**src/verilog/dmem_pkg.sv**
```systemverilog
/* Data-memory unit package.
   Opcodes, atomic sub-opcodes, access sizes and the decode bundle. */

package dmem_pkg;

  localparam int data_width_lp = 64; // Width of one SRAM word.
  localparam int mask_width_lp = data_width_lp / 8; // One enable per byte.

  typedef enum logic [4:0] {
    LB        = 5'd0,
    LH        = 5'd1,
    LW        = 5'd2,
    LD        = 5'd3,
    LBU       = 5'd4,
    LHU       = 5'd5,
    LWU       = 5'd6,
    LDU       = 5'd7,
    SB        = 5'd8,
    SH        = 5'd9,
    SW        = 5'd10,
    SD        = 5'd11,
    LM        = 5'd12,
    SM        = 5'd13,
    AMOSWAP_W = 5'd14,
    AMOADD_W  = 5'd15,
    AMOXOR_W  = 5'd16,
    AMOAND_W  = 5'd17,
    AMOOR_W   = 5'd18,
    AMOMIN_W  = 5'd19,
    AMOMAX_W  = 5'd20,
    AMOMINU_W = 5'd21,
    AMOMAXU_W = 5'd22,
    AMOSWAP_D = 5'd23,
    AMOADD_D  = 5'd24,
    AMOXOR_D  = 5'd25,
    AMOAND_D  = 5'd26,
    AMOOR_D   = 5'd27,
    AMOMIN_D  = 5'd28,
    AMOMAX_D  = 5'd29,
    AMOMINU_D = 5'd30,
    AMOMAXU_D = 5'd31
  } dmem_opcode_e;

  typedef enum logic [3:0] {
    e_amo_swap = 4'd0,
    e_amo_add  = 4'd1,
    e_amo_xor  = 4'd2,
    e_amo_and  = 4'd3,
    e_amo_or   = 4'd4,
    e_amo_min  = 4'd5,
    e_amo_max  = 4'd6,
    e_amo_minu = 4'd7,
    e_amo_maxu = 4'd8
  } dmem_amo_subop_e;

  typedef enum logic [1:0] {
    e_size_byte   = 2'b00,
    e_size_half   = 2'b01,
    e_size_word   = 2'b10,
    e_size_double = 2'b11
  } dmem_size_e;

  typedef struct packed {
    dmem_size_e      data_size;
    logic            mask_op;
    logic            sigext_op;
    logic            ld_op;
    logic            st_op;
    logic            atomic_op;
    dmem_amo_subop_e amo_subop;
  } dmem_decode_s;

endpackage

```
**src/verilog/dmem_decode.sv**
```systemverilog
/* Opcode decoder.
   Maps a packet opcode to size, operation flags and atomic sub-opcode. */

`timescale 1ns/1ns

module dmem_decode (
  input  dmem_pkg::dmem_opcode_e opcode_i,
  output dmem_pkg::dmem_decode_s decode_o
);

  always_comb begin
    decode_o = '0;
    decode_o.amo_subop = dmem_pkg::e_amo_swap;

    case (opcode_i)
      dmem_pkg::LD, dmem_pkg::LDU, dmem_pkg::SD,
      dmem_pkg::AMOSWAP_D, dmem_pkg::AMOADD_D, dmem_pkg::AMOXOR_D,
      dmem_pkg::AMOAND_D, dmem_pkg::AMOOR_D, dmem_pkg::AMOMIN_D,
      dmem_pkg::AMOMAX_D, dmem_pkg::AMOMINU_D, dmem_pkg::AMOMAXU_D:
        decode_o.data_size = dmem_pkg::e_size_double;
      dmem_pkg::LW, dmem_pkg::LWU, dmem_pkg::SW,
      dmem_pkg::AMOSWAP_W, dmem_pkg::AMOADD_W, dmem_pkg::AMOXOR_W,
      dmem_pkg::AMOAND_W, dmem_pkg::AMOOR_W, dmem_pkg::AMOMIN_W,
      dmem_pkg::AMOMAX_W, dmem_pkg::AMOMINU_W, dmem_pkg::AMOMAXU_W:
        decode_o.data_size = dmem_pkg::e_size_word;
      dmem_pkg::LH, dmem_pkg::LHU, dmem_pkg::SH:
        decode_o.data_size = dmem_pkg::e_size_half;
      default:
        decode_o.data_size = dmem_pkg::e_size_byte; // LM and SM ignore the size.
    endcase

    decode_o.mask_op = (opcode_i == dmem_pkg::LM) || (opcode_i == dmem_pkg::SM);

    decode_o.ld_op = (opcode_i inside {dmem_pkg::LB, dmem_pkg::LH, dmem_pkg::LW,
                                       dmem_pkg::LD, dmem_pkg::LBU, dmem_pkg::LHU,
                                       dmem_pkg::LWU, dmem_pkg::LDU, dmem_pkg::LM});

    decode_o.st_op = (opcode_i inside {dmem_pkg::SB, dmem_pkg::SH, dmem_pkg::SW,
                                       dmem_pkg::SD, dmem_pkg::SM});

    decode_o.atomic_op = 1'b1;
    case (opcode_i)
      dmem_pkg::AMOSWAP_W, dmem_pkg::AMOSWAP_D: decode_o.amo_subop = dmem_pkg::e_amo_swap;
      dmem_pkg::AMOADD_W, dmem_pkg::AMOADD_D:   decode_o.amo_subop = dmem_pkg::e_amo_add;
      dmem_pkg::AMOXOR_W, dmem_pkg::AMOXOR_D:   decode_o.amo_subop = dmem_pkg::e_amo_xor;
      dmem_pkg::AMOAND_W, dmem_pkg::AMOAND_D:   decode_o.amo_subop = dmem_pkg::e_amo_and;
      dmem_pkg::AMOOR_W, dmem_pkg::AMOOR_D:     decode_o.amo_subop = dmem_pkg::e_amo_or;
      dmem_pkg::AMOMIN_W, dmem_pkg::AMOMIN_D:   decode_o.amo_subop = dmem_pkg::e_amo_min;
      dmem_pkg::AMOMAX_W, dmem_pkg::AMOMAX_D:   decode_o.amo_subop = dmem_pkg::e_amo_max;
      dmem_pkg::AMOMINU_W, dmem_pkg::AMOMINU_D: decode_o.amo_subop = dmem_pkg::e_amo_minu;
      dmem_pkg::AMOMAXU_W, dmem_pkg::AMOMAXU_D: decode_o.amo_subop = dmem_pkg::e_amo_maxu;
      default: begin
        decode_o.atomic_op = 1'b0;
        decode_o.amo_subop = dmem_pkg::e_amo_swap;
      end
    endcase

    // Atomics hand back the old value sign-extended, like the signed loads.
    decode_o.sigext_op = decode_o.atomic_op
                         || (opcode_i inside {dmem_pkg::LB, dmem_pkg::LH,
                                              dmem_pkg::LW, dmem_pkg::LD});
  end

endmodule

```
**config.mk**
```make
export PLATFORM = sky130hd
export DESIGN_NAME = dmem_decode
export DESIGN_NICKNAME = d
export VERILOG_FILES = /design/src/verilog/dmem_pkg.sv /design/src/verilog/dmem_decode.sv
export SDC_FILE = /design/constraint.sdc
export NUM_CORES = 1
export LEC_CHECK = 0
export ABC_CLOCK_PERIOD_IN_PS = 900
export BUFFER_PORTS_ARGS = -buffer_cell sky130_fd_sc_hd__buf_2
export CORE_AREA = 2 2 39 41
export DETAILED_ROUTE_END_ITERATION = 8
export DIE_AREA = 0 0 41 43
export GPL_ROUTABILITY_DRIVEN = 1
export PLACE_DENSITY = 0.43
export SYNTH_ARGS = -nofsm -noshare
export SYNTH_HDL_FRONTEND = slang
export SYNTH_SLANG_ARGS = --single-unit
```
**constraint.sdc**
```tcl
create_clock -name vclk -period 0.9
set_input_delay 0.045 -clock vclk [all_inputs]
set_output_delay 0.045 -clock vclk [all_outputs]
set_load 0.02 [all_outputs]
```
==> metrics.md <==
| Metric | Value |
|---|---|
| Most common cell after layout, fill and taps aside | `buf_2` |
| Slowest cell on the critical path | `or3_4` |
| Mapped Area | `approximately 160 µm²` |
| Fmax | `around 1.1 GHz` |
| Combinational share of power | `1.000` |
| Sequential Power Share | `0` |
| Switching share of power | `0.562` |
| DRC | `0` |
| Int Pwr | `between 80 and 90 µW` |
| Final Hold Viols | `0` |
| CP required | `around 0.85 ns` |
| Measured slew at the worst slew-check pin | `around 0.17 ns` |
| Full die area | `about 1800 µm²` |
| Hold-fix buffers at CTS | `0` |
| Worst setup SP type | `input port` |
| Total GRT Usage | `0.0699` |
| Non-Filler Instances | `between 60 and 70` |
| Detailed Routing Iterations Pass 1 | `2` |
| CP cell instances | `buf_6, nor2b_4, or3_4, a21oi_2, buf_4` |
| Max cap viols | `0` |
| Routed Antenna Nets | `0` |
| Minimum clock period | `about 0.9 ns` |
| Kind of critical path | `in -> out` |
| Leakage | `0.000172 µW` |
| Setup crit end kind | `primary output` |
| Register area share after synthesis | `0` |
| DRT iter0 DRCs | `4` |
| Vias in the first global route | `~240` |
| Sw power | `110 µW` |
| Gate Count Post-Synth | `29` |
| Placed cells | `67` |
| CP delay by family, top | `simple AND/OR/NAND/NOR gates` |
| Hold Crit Class | `in -> out` |
| Finished layout cell area | `around 350 µm²` |
| Max_slew headroom | `0.884` |
| First-pass GRT wire length | `931 µm` |
| Routed length per placed instance | `just under 9 µm` |
| Area Overhead vs Synth | `116%` |
| Gp weighted congestion | `roughly 0.75` |
| Postcts setup bufs | `0` |
| Chip Height | `around 43 µm` |
| Largest stage delay, worst path | `0.33 ns` |
| Net Count, Synth | `34` |
| Buf/Inv on CP | `2` |
| Ports | `16` |
| Setup Viol. Count Final | `0` |
| FP Rows | `14` |
| Clk_buf instances | `0` |
| Seq cells | `0` |
| Layout net count | `58` |
| DP Worst Slack | `-0.0673 ns` |
| Unrepaired setup endpoints after global routing | `yes` |
| # fillers | `around 160` |
| Area after detailed placement | `318 µm²` |
| Layout cells sized above 1 | `0.569` |
| Total grt overflow | `0` |
| HPWL Detailed | `514 µm` |
| Reg area | `0 µm²` |
| Initial core utilization | `0.116` |
| Initial antenna violation count | `0` |
| Port bufs | `16` |
| Count of warnings emitted by yosys | `0` |
| Crit-path max FO | `3` |
| Largest net degree at the start of global routing | `10` |
| Routed WL | `around 600 µm` |
| Mean post-synth cell area | `about 5.5 µm²` |
| Final Cycle Share | `0.993` |
| Cell Pwr Density | `around 570 nW/µm²` |
| Library cells used by synthesis | `18` |
| Antenna cell count | `0` |
| Most frequent cells in the layout | `12 x buf_2, 10 x buf_4, 6 x nand2_1` |
| Clock share of power | `0` |
| Die width | `a little over 40 µm` |
| CP Data Arrival Time | `about 0.85 ns` |
| Worst vdd ir | `0.150 mV` |
| Vias per inst | `~4.2` |
| Core area | `around 1400 µm²` |
| Worst setup margin | `~0.0061 ns` |
| Status | `completed` |
| Slew Limit Fails | `0` |
| Vias | `284` |
## kinds of logic (layout without fill, tap and decap cells)
group / after synthesis / after routing / share of synthesized area
AO/OA/AOI/OAI: 9 / 9 / 0.313
buffers and inverters: 4 / 26 / 0.102
AND/OR/NAND/NOR: 15 / 15 / 0.531
XOR/XNOR: 1 / 1 / 0.0547
## cell usage after synthesis, drive strengths merged
library cell / count / area (µm²)
nor4: 1 / 6.26
o21ai: 1 / 5.00
or3: 1 / 6.26
a21oi: 5 / 25.0
nand3: 2 / 10.0
o211ai: 1 / 7.51
inv: 3 / 11.3
and2b: 1 / 7.51
xnor2: 1 / 8.76
buf: 1 / 5.00
o22ai: 1 / 6.26
nor2: 1 / 3.75
nor2b: 1 / 13.8
nand2: 6 / 22.5
a31oi: 1 / 6.26
nor3b: 1 / 7.51
nand3b: 1 / 7.51
## layout make-up
cell class	count	area (µm²)	area share
timing repair buffer	23	146	0.424
multi-input combinational	25	168	0.486
tap	16	20.0	0.0580
inverter	3	11.3	0.0326
## power by group through the flow
| stage | registers, µW | clock network (µW) | logic [µW] |
|---|---|---|---|
| after floorplan | 0 | 0 | 101 |
| after global routing | 0 | 0 | 213 |
| after detailed placement | 0 | 0 | 181 |
| after CTS | 0 | 0 | 188 |
| after global placement | 0 | 0 | 181 |
| final | 0 | 0 | 195 |
## metrics by stage
stage               power (µW)  hold WS [ns]  utilization  setup TNS (ns)
global route               213         0.429        0.250         -0.0565
global placement           181         0.391        0.230         -0.0596
detailed placement         181         0.395        0.230         -0.0673
finish                     195         0.400        0.250               0
CTS                        188         0.396        0.240               0
floorplan                  101         0.167            -               0
## final timing paths
path | from | endpoint | slack, ns | depth (start not counted)
min | opcode_i[4] | decode_o[6] | 0.40 | 3
max | opcode_i[3] | decode_o[2] | 0.006 | 5
## what timing repair did
| item | CTS | global route |
|---|---|---|
| setup endpoints to repair | 1 | 2 |
| gates resized for setup | 3 | 5 |
| pin swaps | 1 | 0 |
## per-layer routing
layer,vias up,share of wire,track usage
li1,152,-,-
met1,122,0.50,0.101
met2,10,0.44,0.119
met3,0,0.060,0
met4,0,0,0
met5,-,0,0
No activity file was read; power rests on OpenSTA's default activity.
