## config.mk

```make
export PLATFORM = sky130hd
export DESIGN_NAME = dmem_ctrl_flat
export DESIGN_NICKNAME = d
export VERILOG_FILES = /design/src/verilog/dmem_pkg.sv /design/src/verilog/dmem_req_if.sv /design/src/verilog/dmem_ctrl.sv /design/src/flat_wrapper.sv
export SDC_FILE = /design/constraint.sdc
export NUM_CORES = 1
export LEC_CHECK = 0
export ABC_AREA = 0
export BUFFER_PORTS_ARGS = -buffer_cell sky130_fd_sc_hd__buf_4
export CAP_MARGIN = 20
export CORE_ASPECT_RATIO = 0.7
export CORE_MARGIN = 8
export CORE_UTILIZATION = 44
export DETAILED_ROUTE_END_ITERATION = 10
export PLACE_DENSITY = 0.93
export SLEW_MARGIN = 0
export SYNTH_ARGS = -nofsm -noshare
export SYNTH_HDL_FRONTEND = slang
export SYNTH_SLANG_ARGS = --single-unit
```

## constraint.sdc

```tcl
create_clock -name clk_i -period 5.2 [get_ports clk_i]
set_clock_uncertainty 0.1 [all_clocks]
set_input_delay 1.04 -clock clk_i [delete_from_list [all_inputs] [get_ports clk_i]]
set_output_delay 1.04 -clock clk_i [all_outputs]
set_load 0.005 [all_outputs]
```

## src/verilog/dmem_pkg.sv

```systemverilog
/* Data-memory unit package.
   Opcodes, atomic sub-opcodes, access sizes and the decode bundle. */

package dmem_pkg;

  localparam int data_width_lp = 64; // Width of one SRAM word.
  localparam int mask_width_lp = data_width_lp / 8; // One enable per byte.

  typedef enum logic [4:0] {
    LB        = 5'd0,
    LH        = 5'd1,
    LW        = 5'd2,
    LD        = 5'd3,
    LBU       = 5'd4,
    LHU       = 5'd5,
    LWU       = 5'd6,
    LDU       = 5'd7,
    SB        = 5'd8,
    SH        = 5'd9,
    SW        = 5'd10,
    SD        = 5'd11,
    LM        = 5'd12,
    SM        = 5'd13,
    AMOSWAP_W = 5'd14,
    AMOADD_W  = 5'd15,
    AMOXOR_W  = 5'd16,
    AMOAND_W  = 5'd17,
    AMOOR_W   = 5'd18,
    AMOMIN_W  = 5'd19,
    AMOMAX_W  = 5'd20,
    AMOMINU_W = 5'd21,
    AMOMAXU_W = 5'd22,
    AMOSWAP_D = 5'd23,
    AMOADD_D  = 5'd24,
    AMOXOR_D  = 5'd25,
    AMOAND_D  = 5'd26,
    AMOOR_D   = 5'd27,
    AMOMIN_D  = 5'd28,
    AMOMAX_D  = 5'd29,
    AMOMINU_D = 5'd30,
    AMOMAXU_D = 5'd31
  } dmem_opcode_e;

  typedef enum logic [3:0] {
    e_amo_swap = 4'd0,
    e_amo_add  = 4'd1,
    e_amo_xor  = 4'd2,
    e_amo_and  = 4'd3,
    e_amo_or   = 4'd4,
    e_amo_min  = 4'd5,
    e_amo_max  = 4'd6,
    e_amo_minu = 4'd7,
    e_amo_maxu = 4'd8
  } dmem_amo_subop_e;

  typedef enum logic [1:0] {
    e_size_byte   = 2'b00,
    e_size_half   = 2'b01,
    e_size_word   = 2'b10,
    e_size_double = 2'b11
  } dmem_size_e;

  typedef struct packed {
    dmem_size_e      data_size;
    logic            mask_op;
    logic            sigext_op;
    logic            ld_op;
    logic            st_op;
    logic            atomic_op;
    dmem_amo_subop_e amo_subop;
  } dmem_decode_s;

endpackage

```

## src/verilog/dmem_req_if.sv

```systemverilog
/* Registered request bundle.
   Driven by the controller and read by the datapath blocks. */

`timescale 1ns/1ns

interface dmem_req_if #(
  parameter int addr_width_p = 10
);

  dmem_pkg::dmem_decode_s                   decode;
  logic [addr_width_p-4:0]                  word_addr;
  logic [2:0]                               byte_offset;
  logic [dmem_pkg::data_width_lp-1:0]       store_data;
  logic [dmem_pkg::mask_width_lp-1:0]       store_mask;

  modport ctrl (
    output decode, word_addr, byte_offset, store_data, store_mask
  );

  modport dp (
    input decode, word_addr, byte_offset, store_data, store_mask
  );

endinterface

```

## src/verilog/dmem_ctrl.sv

```systemverilog
/* Request controller.
   Registers one request and steps it through SRAM read, result and write. */

`timescale 1ns/1ns

module dmem_ctrl #(
  parameter int addr_width_p = 10
) (
  input  logic                               clk_i,
  input  logic                               arst_n_i,
  input  logic                               v_i,
  input  dmem_pkg::dmem_decode_s             decode_i,
  input  logic [addr_width_p-1:0]            addr_i,
  input  logic [dmem_pkg::data_width_lp-1:0] data_i,
  input  logic [dmem_pkg::mask_width_lp-1:0] mask_i,
  output logic                               ready_o,
  output logic                               v_o,
  output logic [addr_width_p-4:0]            sram_addr_o,
  output logic                               sram_rd_en_o,
  output logic                               sram_wr_en_o,
  dmem_req_if.ctrl                           req
);

  typedef enum logic [1:0] {
    IDLE = 2'd0,
    READ = 2'd1,
    DONE = 2'd2
  } state_e;

  state_e state_r;
  state_e state_n;
  logic   accept;

  assign accept = v_i && (state_r == IDLE);

  always_comb begin
    state_n = state_r;
    case (state_r)
      IDLE:    state_n = accept ? READ : IDLE;
      READ:    state_n = DONE; // Read data lands at the end of this cycle.
      DONE:    state_n = IDLE;
      default: state_n = IDLE;
    endcase
  end

  always_ff @(posedge clk_i or negedge arst_n_i) begin
    if (!arst_n_i) begin
      state_r <= IDLE;
    end else begin
      state_r <= state_n;
    end
  end

  always_ff @(posedge clk_i) begin
    if (accept) begin
      req.decode      <= decode_i;
      req.word_addr   <= addr_i[addr_width_p-1:3];
      req.byte_offset <= addr_i[2:0];
      req.store_data  <= data_i;
      req.store_mask  <= mask_i;
    end
  end

  assign ready_o      = (state_r == IDLE);
  assign v_o          = (state_r == DONE);
  assign sram_addr_o  = req.word_addr; // Same word for the read and the write-back.
  assign sram_rd_en_o = (state_r == READ);
  assign sram_wr_en_o = (state_r == DONE) && (req.decode.st_op || req.decode.atomic_op);

endmodule

```

## src/flat_wrapper.sv

```systemverilog
// flat-port wrapper written by rule: the top's interface ports become plain ports
module dmem_ctrl_flat 
#(
  parameter int addr_width_p = 10
)
  (clk_i, arst_n_i, v_i, decode_i, addr_i, data_i, mask_i, ready_o, v_o, sram_addr_o, sram_rd_en_o, sram_wr_en_o, req_decode, req_word_addr, req_byte_offset, req_store_data, req_store_mask);
  dmem_req_if #(.addr_width_p(addr_width_p)) req_i ();
  input  logic clk_i;
  input  logic arst_n_i;
  input  logic v_i;
  input  dmem_pkg::dmem_decode_s decode_i;
  input  logic [addr_width_p-1:0] addr_i;
  input  logic [dmem_pkg::data_width_lp-1:0] data_i;
  input  logic [dmem_pkg::mask_width_lp-1:0] mask_i;
  output logic ready_o;
  output logic v_o;
  output logic [addr_width_p-4:0] sram_addr_o;
  output logic sram_rd_en_o;
  output logic sram_wr_en_o;
  output wire logic [$bits(req_i.decode)-1:0] req_decode;
  output wire logic [$bits(req_i.word_addr)-1:0] req_word_addr;
  output wire logic [$bits(req_i.byte_offset)-1:0] req_byte_offset;
  output wire logic [$bits(req_i.store_data)-1:0] req_store_data;
  output wire logic [$bits(req_i.store_mask)-1:0] req_store_mask;
  assign req_decode = req_i.decode;
  assign req_word_addr = req_i.word_addr;
  assign req_byte_offset = req_i.byte_offset;
  assign req_store_data = req_i.store_data;
  assign req_store_mask = req_i.store_mask;
  dmem_ctrl #(.addr_width_p(addr_width_p)) u_core (.clk_i(clk_i), .arst_n_i(arst_n_i), .v_i(v_i), .decode_i(decode_i), .addr_i(addr_i), .data_i(data_i), .mask_i(mask_i), .ready_o(ready_o), .v_o(v_o), .sram_addr_o(sram_addr_o), .sram_rd_en_o(sram_rd_en_o), .sram_wr_en_o(sram_wr_en_o), .req(req_i));
endmodule
```

==> out/metrics.yaml <==
cts:
  clock_latency_ps: 340
  clock_sinks: 95
  cts_resized: 0
  postCtsSetupBuffers: 0
  clock_path_buffers: 2
  clk_pin_slew_ps: 90
  cts-buffers-inserted: 9
  htreeDepth: 3
  ctsHoldBuffers: 0
  cts-root-buf: "clkbuf_8"
  tritoncts: "built"
synthesis:
  ys_top_cells_by_area: "edfxtp_1 (95%), buf_4 (1.8%), dfrtp_1 (1.7%)"
  yosysUniqueCellTypes: 8
  ys_seq_area_share_pct: 96.6
  synth_top_area_cell: "edfxtp_1"
  avgSynthCellArea_sq_um: 27.3
  syn-cell-area_sq_mm: 0.00294
  syn_nets: 204
  synth_top_area_share_pct: 94.9
  synth-warning-count: 0
  postSynthCellCount: 108
  ys_ff_latch: 95
drt:
  vias: 1834
  post_drt_wl_per_cell_um: 20.0
  first_iter_violations: 89
  wl_um: 8200
  postRouteAntennaNets: 0
  firstDrtPassIters: 4
  viasPerCell: 4.46
  drc: 0
sta:
  hold_viol: 0
  period_share_pct: 43.6
  worst_hold_slack_ps: 361
  min_period_ps: 2270
  setup_viol: 0
  drv_slew: 0
  setup_tns_ps: 0
  fmax_ghz: 0.441
  setup_ws_ps: 2930
  worst_slew_pin_slew_ps: 340
  rsz0062_at_grt: "false"
  slew_headroom_pct: 77.3
critical_path:
  path_buf_inv: 1
  cpPeakStageDelay_ps: 430
  cp-start-kind: "register"
  cp_num_cells: 2
  reg2regPathDepth: 3
  reg2reg_from: "u_core.state_r[1]"
  critical_path.max_fanout: 3
  crit_required_ps: 4060
  worstSetupPathType: "register to output pin"
  rr_endpoint: "u_core.req.decode[6]"
  crit_path_top_delay_cell: "dfrtp_1"
  crit_path_end_kind: "output pin"
  cp.arrival_ps: 1130
  r2r_slack_ps: 3430
  cp_cell_sequence: "and2b_2 -> buf_4"
  crit_family: "flip-flops"
cells_and_area:
  ff_latch_area_sq_mm: 0.00284
  syn2layout_area_growth_pct: 60.9
  drive_gt1_share_pct: 69.1
  fill_cells: 419
  multi_input_area_sq_um: 51.3
  fin_nets: 408
  n_antenna_cell: 0
floorplanning:
  initial_core_util_pct: 44.6
  dieWidth_um: 114
  fp.coreArea_sq_mm: 0.00660
  std_cell_rows: 25
  die_area_sq_mm: 0.00961
  io_pins: 200
  die_h_um: 84.4
global_route:
  grt-ovfl-total: 0
  grt_start_max_net_pins: 94
  grt_pass1_vias: 1927
  antenna_found_initial: 0
  grt_pass1_wl_um: 11500
  track_usage_pct: 16.4
run:
  drv_cap: 0
worst_hold_path:
  hp-class: "input port to async pin"
power:
  p_total_mw: 1.64
  ir_drop_mv: 0.281
  leakagePower_nw: 2.00
  power_density_mw_per_mm2: 346
placement:
  dp_slack_ps: 2630
  gp_congestion: 0.742
  hpwl_um: 6470
  port_buffers: 199
status:
  outcome: "finished clean"
-- logic make-up (layout without fill, tap and decap cells) --
logic type	Yosys count	after routing	share of synthesized area, %
AOI/OAI and AO/OA	1	1	0.255
and+or+nand+nor	5	5	1.40
buffers and inverters	7	216	1.78
DFF	95	95	96.6
-- routing by layer --
metal  track usage [%]  vias up  share of wire (%)
met2              29.7      110                 54
met1              15.8      887                 34
met4              6.14        0                1.5
met5                 0        -                  0
li1                  -      827                  -
met3              7.81       10                9.9
-- Yosys cell counts (all sizes together) --
cell type,n
dfrtp,2
o21a,1
edfxtp,93
and2b,1
buf,7
nor2b,1
nor2,1
and2,2
-- layout make-up --
| cell class | count | area share [%] |
|---|---|---|
| clock inverter | 6 | 1.64 |
| timing repair buffer | 200 | 32.1 |
| clock buffer | 10 | 2.69 |
| multi-input combinational | 6 | 1.08 |
| tap | 94 | 2.48 |
| sequential | 95 | 60.0 |
-- worst reg2reg max path, delay by kind of cell, from the launching register on --
kind | cells | cell delay, ps
and+or+nand+nor | 2 | 540
DFF | 1 | 420
buffers and inverters | 1 | 340
-- metrics by stage --
step,utilization (%),cell area (sq um),instances
3_5_place_dp,68.3,4510,394
4_1_cts,71.4,4710,410
2_1_floorplan,-,2940,108
5_1_grt,71.8,4740,411
3_3_place_gp,68.3,4510,394
6_report,71.8,4740,411
-- worst max path at each step --
stage	startpoint	to
floorplan	v_i	u_core.req.byte_offset[0]
global placement	v_i	u_core.req.store_data[4]
detailed placement	v_i	u_core.req.store_data[4]
CTS	u_core.state_r[0]	sram_rd_en_o
global route	u_core.state_r[1]	sram_wr_en_o
finish	u_core.state_r[0]	sram_rd_en_o
-- cell usage in the layout, fill, tap and decap left out --
cell type / Yosys / final
clkbuf_1: 0 / 1
clkbuf_8: 0 / 9
inv_8: 0 / 2
and2_4: 0 / 1
buf_4: 7 / 199
and2_1: 2 / 1
dfrtp_1: 2 / 2
and2b_2: 1 / 1
nor2b_4: 1 / 1
clkinvlp_4: 0 / 1
buf_16: 0 / 1
edfxtp_1: 93 / 93
bufinv_16: 0 / 1
o21a_1: 1 / 1
inv_6: 0 / 1
clkinv_4: 0 / 1
nor2_2: 1 / 1
-- flip-flops by register name (all words and copies together), names as in the netlist --
signal and flops:
u_core.req.word_addr 7, u_core.req.store_data 64, u_core.req.byte_offset 3, u_core.req.decode 11, u_core.state_r 2, u_core.req.store_mask 8
-- power by group --
part | total, mW | internal [mW] | leakage, nW | switching [mW]
registers | 0.941 | 0.920 | 0.903 | 0.0208
clock network | 0.485 | 0.232 | 0.101 | 0.254
logic | 0.211 | 0.127 | 0.991 | 0.0847
Note: power is estimated with default switching activity, not from simulation.
