`config.mk`:
```
export PLATFORM = sky130hd
export DESIGN_NAME = dmem_load_align_flat
export DESIGN_NICKNAME = d
export VERILOG_FILES = /design/src/verilog/dmem_pkg.sv /design/src/verilog/dmem_req_if.sv /design/src/verilog/dmem_load_align.sv /design/src/flat_wrapper.sv
export SDC_FILE = /design/constraint.sdc
export NUM_CORES = 1
export LEC_CHECK = 0
export ABC_CLOCK_PERIOD_IN_PS = 2800
export BUFFER_PORTS_ARGS = -buffer_cell sky130_fd_sc_hd__buf_2
export CELL_PAD_IN_SITES_DETAIL_PLACEMENT = 1
export CELL_PAD_IN_SITES_GLOBAL_PLACEMENT = 1
export CORE_AREA = 2 2 103 105
export DETAILED_ROUTE_END_ITERATION = 10
export DIE_AREA = 0 0 105 107
export GPL_TIMING_DRIVEN = 0
export PLACE_DENSITY = 0.87
export REMOVE_ABC_BUFFERS = 1
export SYNTH_ARGS = -nofsm -noshare
export SYNTH_HDL_FRONTEND = slang
export SYNTH_SLANG_ARGS = --single-unit
```
`constraint.sdc`:
```
create_clock -name vclk -period 2.8
set_input_delay 0.56 -clock vclk [all_inputs]
set_output_delay 0.56 -clock vclk [all_outputs]
set_load 0.01 [all_outputs]
```
`src/verilog/dmem_pkg.sv`:
```
/* Data-memory unit package.
   Opcodes, atomic sub-opcodes, access sizes and the decode bundle. */

package dmem_pkg;

  localparam int data_width_lp = 64; // Width of one SRAM word.
  localparam int mask_width_lp = data_width_lp / 8; // One enable per byte.

  typedef enum logic [4:0] {
    LB        = 5'd0,
    LH        = 5'd1,
    LW        = 5'd2,
    LD        = 5'd3,
    LBU       = 5'd4,
    LHU       = 5'd5,
    LWU       = 5'd6,
    LDU       = 5'd7,
    SB        = 5'd8,
    SH        = 5'd9,
    SW        = 5'd10,
    SD        = 5'd11,
    LM        = 5'd12,
    SM        = 5'd13,
    AMOSWAP_W = 5'd14,
    AMOADD_W  = 5'd15,
    AMOXOR_W  = 5'd16,
    AMOAND_W  = 5'd17,
    AMOOR_W   = 5'd18,
    AMOMIN_W  = 5'd19,
    AMOMAX_W  = 5'd20,
    AMOMINU_W = 5'd21,
    AMOMAXU_W = 5'd22,
    AMOSWAP_D = 5'd23,
    AMOADD_D  = 5'd24,
    AMOXOR_D  = 5'd25,
    AMOAND_D  = 5'd26,
    AMOOR_D   = 5'd27,
    AMOMIN_D  = 5'd28,
    AMOMAX_D  = 5'd29,
    AMOMINU_D = 5'd30,
    AMOMAXU_D = 5'd31
  } dmem_opcode_e;

  typedef enum logic [3:0] {
    e_amo_swap = 4'd0,
    e_amo_add  = 4'd1,
    e_amo_xor  = 4'd2,
    e_amo_and  = 4'd3,
    e_amo_or   = 4'd4,
    e_amo_min  = 4'd5,
    e_amo_max  = 4'd6,
    e_amo_minu = 4'd7,
    e_amo_maxu = 4'd8
  } dmem_amo_subop_e;

  typedef enum logic [1:0] {
    e_size_byte   = 2'b00,
    e_size_half   = 2'b01,
    e_size_word   = 2'b10,
    e_size_double = 2'b11
  } dmem_size_e;

  typedef struct packed {
    dmem_size_e      data_size;
    logic            mask_op;
    logic            sigext_op;
    logic            ld_op;
    logic            st_op;
    logic            atomic_op;
    dmem_amo_subop_e amo_subop;
  } dmem_decode_s;

endpackage

```
`src/verilog/dmem_req_if.sv`:
```
/* Registered request bundle.
   Driven by the controller and read by the datapath blocks. */

`timescale 1ns/1ns

interface dmem_req_if #(
  parameter int addr_width_p = 10
);

  dmem_pkg::dmem_decode_s                   decode;
  logic [addr_width_p-4:0]                  word_addr;
  logic [2:0]                               byte_offset;
  logic [dmem_pkg::data_width_lp-1:0]       store_data;
  logic [dmem_pkg::mask_width_lp-1:0]       store_mask;

  modport ctrl (
    output decode, word_addr, byte_offset, store_data, store_mask
  );

  modport dp (
    input decode, word_addr, byte_offset, store_data, store_mask
  );

endinterface

```
`src/verilog/dmem_load_align.sv`:
```
/* Load aligner.
   Picks the addressed lane from the read word and extends it to 64 bits. */

`timescale 1ns/1ns

module dmem_load_align (
  dmem_req_if.dp                             req,
  input  logic [dmem_pkg::data_width_lp-1:0] mem_data_i,
  output logic [dmem_pkg::data_width_lp-1:0] data_o
);

  logic [2:0]  lane_off;
  logic [63:0] shifted;
  logic [63:0] byte_keep;

  always_comb begin
    case (req.decode.data_size)
      dmem_pkg::e_size_byte: lane_off = req.byte_offset;
      dmem_pkg::e_size_half: lane_off = {req.byte_offset[2:1], 1'b0};
      dmem_pkg::e_size_word: lane_off = {req.byte_offset[2], 2'b00};
      default:               lane_off = 3'b000;
    endcase
  end

  assign shifted = mem_data_i >> {lane_off, 3'b000};

  always_comb begin
    for (int i = 0; i < dmem_pkg::mask_width_lp; i++) begin
      byte_keep[8*i +: 8] = {8{req.store_mask[i]}};
    end
  end

  always_comb begin
    if (!req.decode.ld_op && !req.decode.atomic_op) begin
      data_o = '0; // Stores, including SM, answer with zero.
    end else if (req.decode.mask_op) begin
      data_o = mem_data_i & byte_keep;
    end else begin
      case (req.decode.data_size)
        dmem_pkg::e_size_byte:
          data_o = {{56{req.decode.sigext_op & shifted[7]}}, shifted[7:0]};
        dmem_pkg::e_size_half:
          data_o = {{48{req.decode.sigext_op & shifted[15]}}, shifted[15:0]};
        dmem_pkg::e_size_word:
          data_o = {{32{req.decode.sigext_op & shifted[31]}}, shifted[31:0]};
        default:
          data_o = shifted;
      endcase
    end
  end

endmodule

```
`src/flat_wrapper.sv`:
```
// flat-port wrapper written by rule: the top's interface ports become plain ports
module dmem_load_align_flat 
  (mem_data_i, data_o, req_decode, req_word_addr, req_byte_offset, req_store_data, req_store_mask);
  dmem_req_if req_i ();
  input  logic [dmem_pkg::data_width_lp-1:0] mem_data_i;
  output logic [dmem_pkg::data_width_lp-1:0] data_o;
  input wire logic [$bits(req_i.decode)-1:0] req_decode;
  input wire logic [$bits(req_i.word_addr)-1:0] req_word_addr;
  input wire logic [$bits(req_i.byte_offset)-1:0] req_byte_offset;
  input wire logic [$bits(req_i.store_data)-1:0] req_store_data;
  input wire logic [$bits(req_i.store_mask)-1:0] req_store_mask;
  assign req_i.decode = req_decode;
  assign req_i.word_addr = req_word_addr;
  assign req_i.byte_offset = req_byte_offset;
  assign req_i.store_data = req_store_data;
  assign req_i.store_mask = req_store_mask;
  dmem_load_align u_core (.req(req_i), .mem_data_i(mem_data_i), .data_o(data_o));
endmodule
```
==> metrics.cfg, run 1 <==
[worst_setup_path]
start_kind=input pin
path_max_fanout=6
slowest_stage=o211ai_1
cp-end-kind=output port
cp.required_ps=2240
crit_type=input pin to output port
crit_chain=buf_16 -> nand2b_4 -> mux2i_1 -> o22ai_2 -> o22ai_4 -> o221ai_4 -> o211ai_1 -> buf_4 -> o21ai_2 -> buf_2
cpPeakStageDelay_ps=330
worstPathArrival_ps=2530

[worst_hold_path]
hold-path-endpoint=data_o[49]
min_from=mem_data_i[49]
min_path_cells=4
hold_path.class=input pin to output port

[job]
maxCapViolations=0

[synth]
yosys_warnings=0
ys_top_cells_by_count=nand2_1, nor2_1, mux4_2, a21oi_1
synth_top_area_share=0.1861
synth.distinct_cells=47
synth_most_common_cell=nand2_1
synth_area_leaders=nand2_1, mux4_2, a221oi_2
yosys.area.top_type=nand2_1
avgSynthCellArea_um2=6.616
yosysSeqAreaShare=0
syn_inst=372
synth_area_um2=2461

[route]
initialDrtViolationCount=322
drc=0
avgViaCountPerCell=6.147
antenna_left=0
drtPass1Iterations=4
vias=4174
wl_per_cell_um=25.82
drt_wl_total_um=17530

[finish]
drive_gt1_frac=0.5543
multi_input_area_um2=2685
fin_area_um2=4354
nets=702
seq_area_um2=0
area_delta_synth_final_pct=76.92
nClkBuffers=0
antenna_cells=0
seq_cells=0
n_fill_cell=1261

[floorplan]
rows=37
start_util=0.2439
die_h_um=107
pin_count=221
coreArea_um2=10090
die_w_um=105
design.die.area_um2=11240

[global_routing]
grt_overflow_total=0
first_global_vias=4203
grt_max_degree=52
grt_pass1_wl_um=23860
antenna_found_initial=0
grt_util_all_layers=0.2710

[outcome]
status=complete, but fails checks
failed_checks=setup timing

[sta]
relSlewSlack=0.2270
min_period_ps=3091
finalCritPeriodShare=1.104
hold_viol_final=0
setup-tns-final_ps=-10290
rsz0062_at_grt=yes
slew_violations=0
clock.fmax_mhz=323.5
worst_pin_slew_ps=1159
postLayoutSetupSlackWorst_ps=-291.2
setup_viol=57
holdWs_ps=1463

[power]
power_density_nw_per_um2=218.9
p_leak_uw=0.002076
peakVddDrop_mv=0.09254

[placement]
portBuffers=145
gp_congestion=0.8195
dp_hpwl_um=9670
place_area_um2=3203

[clock_tree]
cts_hold_buf=0

## cells by family (layout without fill, tap and decap cells)
family / after synthesis / after routing / synth area share
compound gates: 104 / 104 / 0.3538
buf+inv: 51 / 215 / 0.09659
mux: 28 / 28 / 0.2166
simple gates: 189 / 196 / 0.3330
## area by class of cell
class                      instances  area share
tap                              136     0.03908
timing repair buffer             202      0.3322
multi-input combinational        328      0.6167
inverter                          13     0.01207
## through the flow
| stage | power, uW | std cells | util | worst slack (ps) |
|---|---|---|---|---|
| 2_1_floorplan | 366.7 | 334 | - | -655.3 |
| 3_3_place_gp | 655.3 | 615 | 0.3139 | -2288 |
| 3_5_place_dp | 681.4 | 616 | 0.3174 | -1822 |
| 4_1_cts | 821.6 | 651 | 0.3879 | -95.50 |
| 5_1_grt | 1000 | 679 | 0.4314 | -336.6 |
| 6_report | 953.0 | 679 | 0.4314 | -291.2 |
## worst max-delay path by stage
stage                              start    endpoint  slack (ps)  cells past startpoint
final                      req_decode[9]  data_o[41]        -290                     10
after floorplan            req_decode[6]  data_o[32]        -660                      4
after detailed placement  req_decode[10]  data_o[36]       -1820                      9
after global placement     req_decode[6]  data_o[45]       -2290                      6
after CTS                  req_decode[9]  data_o[20]        -100                     10
after global routing       req_decode[9]  data_o[41]        -340                     10
## layout by cell type (no fill, tap or decap), types with 5 or more instances in the layout
master,n
buf_2,136
nand2_1,114
buf_4,35
mux4_2,20
buf_6,18
nand4_1,16
nor2_1,16
a221oi_2,13
o211ai_1,12
a21oi_1,11
inv_1,10
nand3_1,10
a22o_1,9
a221oi_1,9
a31oi_1,8
buf_12,8
nand2_4,6
mux2i_1,6
a21oi_2,6
nor2_4,5
nand2_2,5
o21ai_1,5
## routing by layer
layer	routed length, um	vias to the layer above	global-route usage
li1	-	1756	-
met1	6483	2059	0.3170
met2	8532	294	0.4847
met3	1705	65	0.05289
met4	809	0	0.1095
met5	0	-	0
## report_power, final
| group | leakage [uW] | internal (uW) | switching (uW) |
|---|---|---|---|
| registers | 0 | 0 | 0 |
| clock network | 0 | 0 | 0 |
| logic | 0.00208 | 413 | 540 |
| total | 0.00208 | 413 | 540 |
## critical path: cells and delay by family
| kind | cells | cell delay [ps] |
|---|---|---|
| AO/OA/AOI/OAI | 5 | 1030 |
| buffers and inverters | 3 | 470 |
| multiplexers | 1 | 290 |
| AND/OR/NAND/NOR | 1 | 160 |
## what timing repair did
item	4_1_cts	5_1_grt
pin swaps	19	26
endpoints found under the setup margin	64	63
setup buffers	31	23
resized for setup	79	38
gates cloned	4	5
Power figures use the tool's default switching activity.
==> run 2, diff against run 1 <==
--- a/config.mk
+++ b/config.mk
@@ -9,9 +9,9 @@
 export BUFFER_PORTS_ARGS = -buffer_cell sky130_fd_sc_hd__buf_2
 export CELL_PAD_IN_SITES_DETAIL_PLACEMENT = 1
 export CELL_PAD_IN_SITES_GLOBAL_PLACEMENT = 1
-export CORE_AREA = 2 2 103 105
+export CORE_AREA = 5 5 106 108
 export DETAILED_ROUTE_END_ITERATION = 10
-export DIE_AREA = 0 0 105 107
+export DIE_AREA = 0 0 111 113
 export GPL_TIMING_DRIVEN = 0
 export PLACE_DENSITY = 0.87
 export REMOVE_ABC_BUFFERS = 1
==> run 2 against run 1 <==
Against the previous run:
- the flow still finishes with violations (setup timing)
- first-iteration DRC count is 19% lower
- non-clock buffer count is 25 lower
- sequential share of layout area stayed put
- total power is 10% lower
==> metrics.cfg, run 2 (synthesized netlist as in run 1, its figures left out) <==
[finish]
nClkBuffers=0
seq_cells=0
seq_area_um2=0
layout.cells.most_common=buf_2
post-route-util=0.3927
final_cell_mix=buf_2, nand2_1, buf_4
drive_gt1_frac=0.5291
antenna_cells=0
nets=675
fin_area_um2=3981
area_delta_synth_final_pct=61.77

[floorplan]
die_w_um=111
start_util=0.2427
pin_count=221
design.die.area_um2=12540
die_h_um=113
coreArea_um2=10140
rows=37

[route]
antenna_left=0
drc=0
wl_per_cell_um=24.69
initialDrtViolationCount=260
avgViaCountPerCell=5.975
drt_wl_total_um=16100
drtPass1Iterations=5
vias=3896

[sta]
rsz0062_at_grt=yes
holdWs_ps=1480
finalCritPeriodShare=1.048
setup_viol=56
clock.fmax_mhz=340.7
hold_viol_final=0
slew_violations=0
postLayoutSetupSlackWorst_ps=-135.1
setup-tns-final_ps=-4493
worst_pin_slew_ps=1052
relSlewSlack=0.2987
min_period_ps=2935

[outcome]
status=complete, but fails checks
failed_checks=setup timing

[power]
power_density_nw_per_um2=215.5
p_leak_uw=0.001893
peakVddDrop_mv=0.09386

[worst_setup_path]
start_kind=input pin
cp-end-kind=output port
path_max_fanout=7
crit_start=req_decode[9]
cp.required_ps=2240
crit_type=input pin to output port
worstPathArrival_ps=2380

[global_routing]
grt_pass1_wl_um=24410
grt_util_all_layers=0.2425
grt_overflow_total=0
first_global_vias=4221
grt_max_degree=52
antenna_found_initial=0

[job]
maxCapViolations=0

[placement]
gp_congestion=0.8037
portBuffers=145
dp_hpwl_um=10010
place_area_um2=3203

[worst_hold_path]
hold_path.class=input pin to output port
min_from=mem_data_i[49]

[clock_tree]
cts_hold_buf=0

## run 2: cell type report
cell class                      instances  area [um^2]
Fill cell                            1290         6157
Tap cell                              136        170.2
Multi-Input combinational cell        326         2618
Inverter                               13        52.55
Timing Repair Buffer                  177         1141
## run 2: where the power goes
part	total, uW	internal (uW)	leakage, uW	switching [uW]
clock network	0	0	0	0
registers	0	0	0	0
logic	858	361	0.00189	497
total	858	361	0.00189	497
## run 2: what timing repair did
action / 4_1_cts / 5_1_grt
gates resized for setup: 75 / 25
gates cloned: 6 / 0
endpoints found under the hold margin: 0 / 0
pin swaps: 25 / 15
setup buffers: 20 / 10
endpoints found under the setup margin: 64 / 62
## run 2: layer usage
| metal | global-route usage | vias to the layer above | wire (um) |
|---|---|---|---|
| li1 | - | 1709 | - |
| met1 | 0.3038 | 1924 | 6330 |
| met2 | 0.4191 | 216 | 7801 |
| met3 | 0.05134 | 47 | 1379 |
| met4 | 0.07307 | 0 | 589 |
| met5 | 0 | - | 0 |
## run 2: path summary, 6_finish.rpt
check                     to  slack [ps]  depth (start not counted)
hold / removal    data_o[49]        1480                          4
setup / recovery  data_o[41]        -140                         10
## run 2: stage by stage
| stage | total power [uW] | std cells | setup slack [ps] |
|---|---|---|---|
| 2_1_floorplan | 366.7 | 334 | -655.3 |
| 3_3_place_gp | 659.3 | 615 | -2506 |
| 3_5_place_dp | 681.7 | 616 | -1892 |
| 4_1_cts | 807.6 | 642 | -96.57 |
| 5_1_grt | 915.9 | 652 | -211.5 |
| 6_report | 858.0 | 652 | -135.1 |
## run 2: worst max-delay path, stage by stage
cell	delay, ps
buf_16	100
nand2b_4	160
mux2i_2	260
o22ai_2	120
o22ai_4	360
o221ai_4	200
o211ai_1	210
buf_4	190
o21ai_2	60
buf_2	140
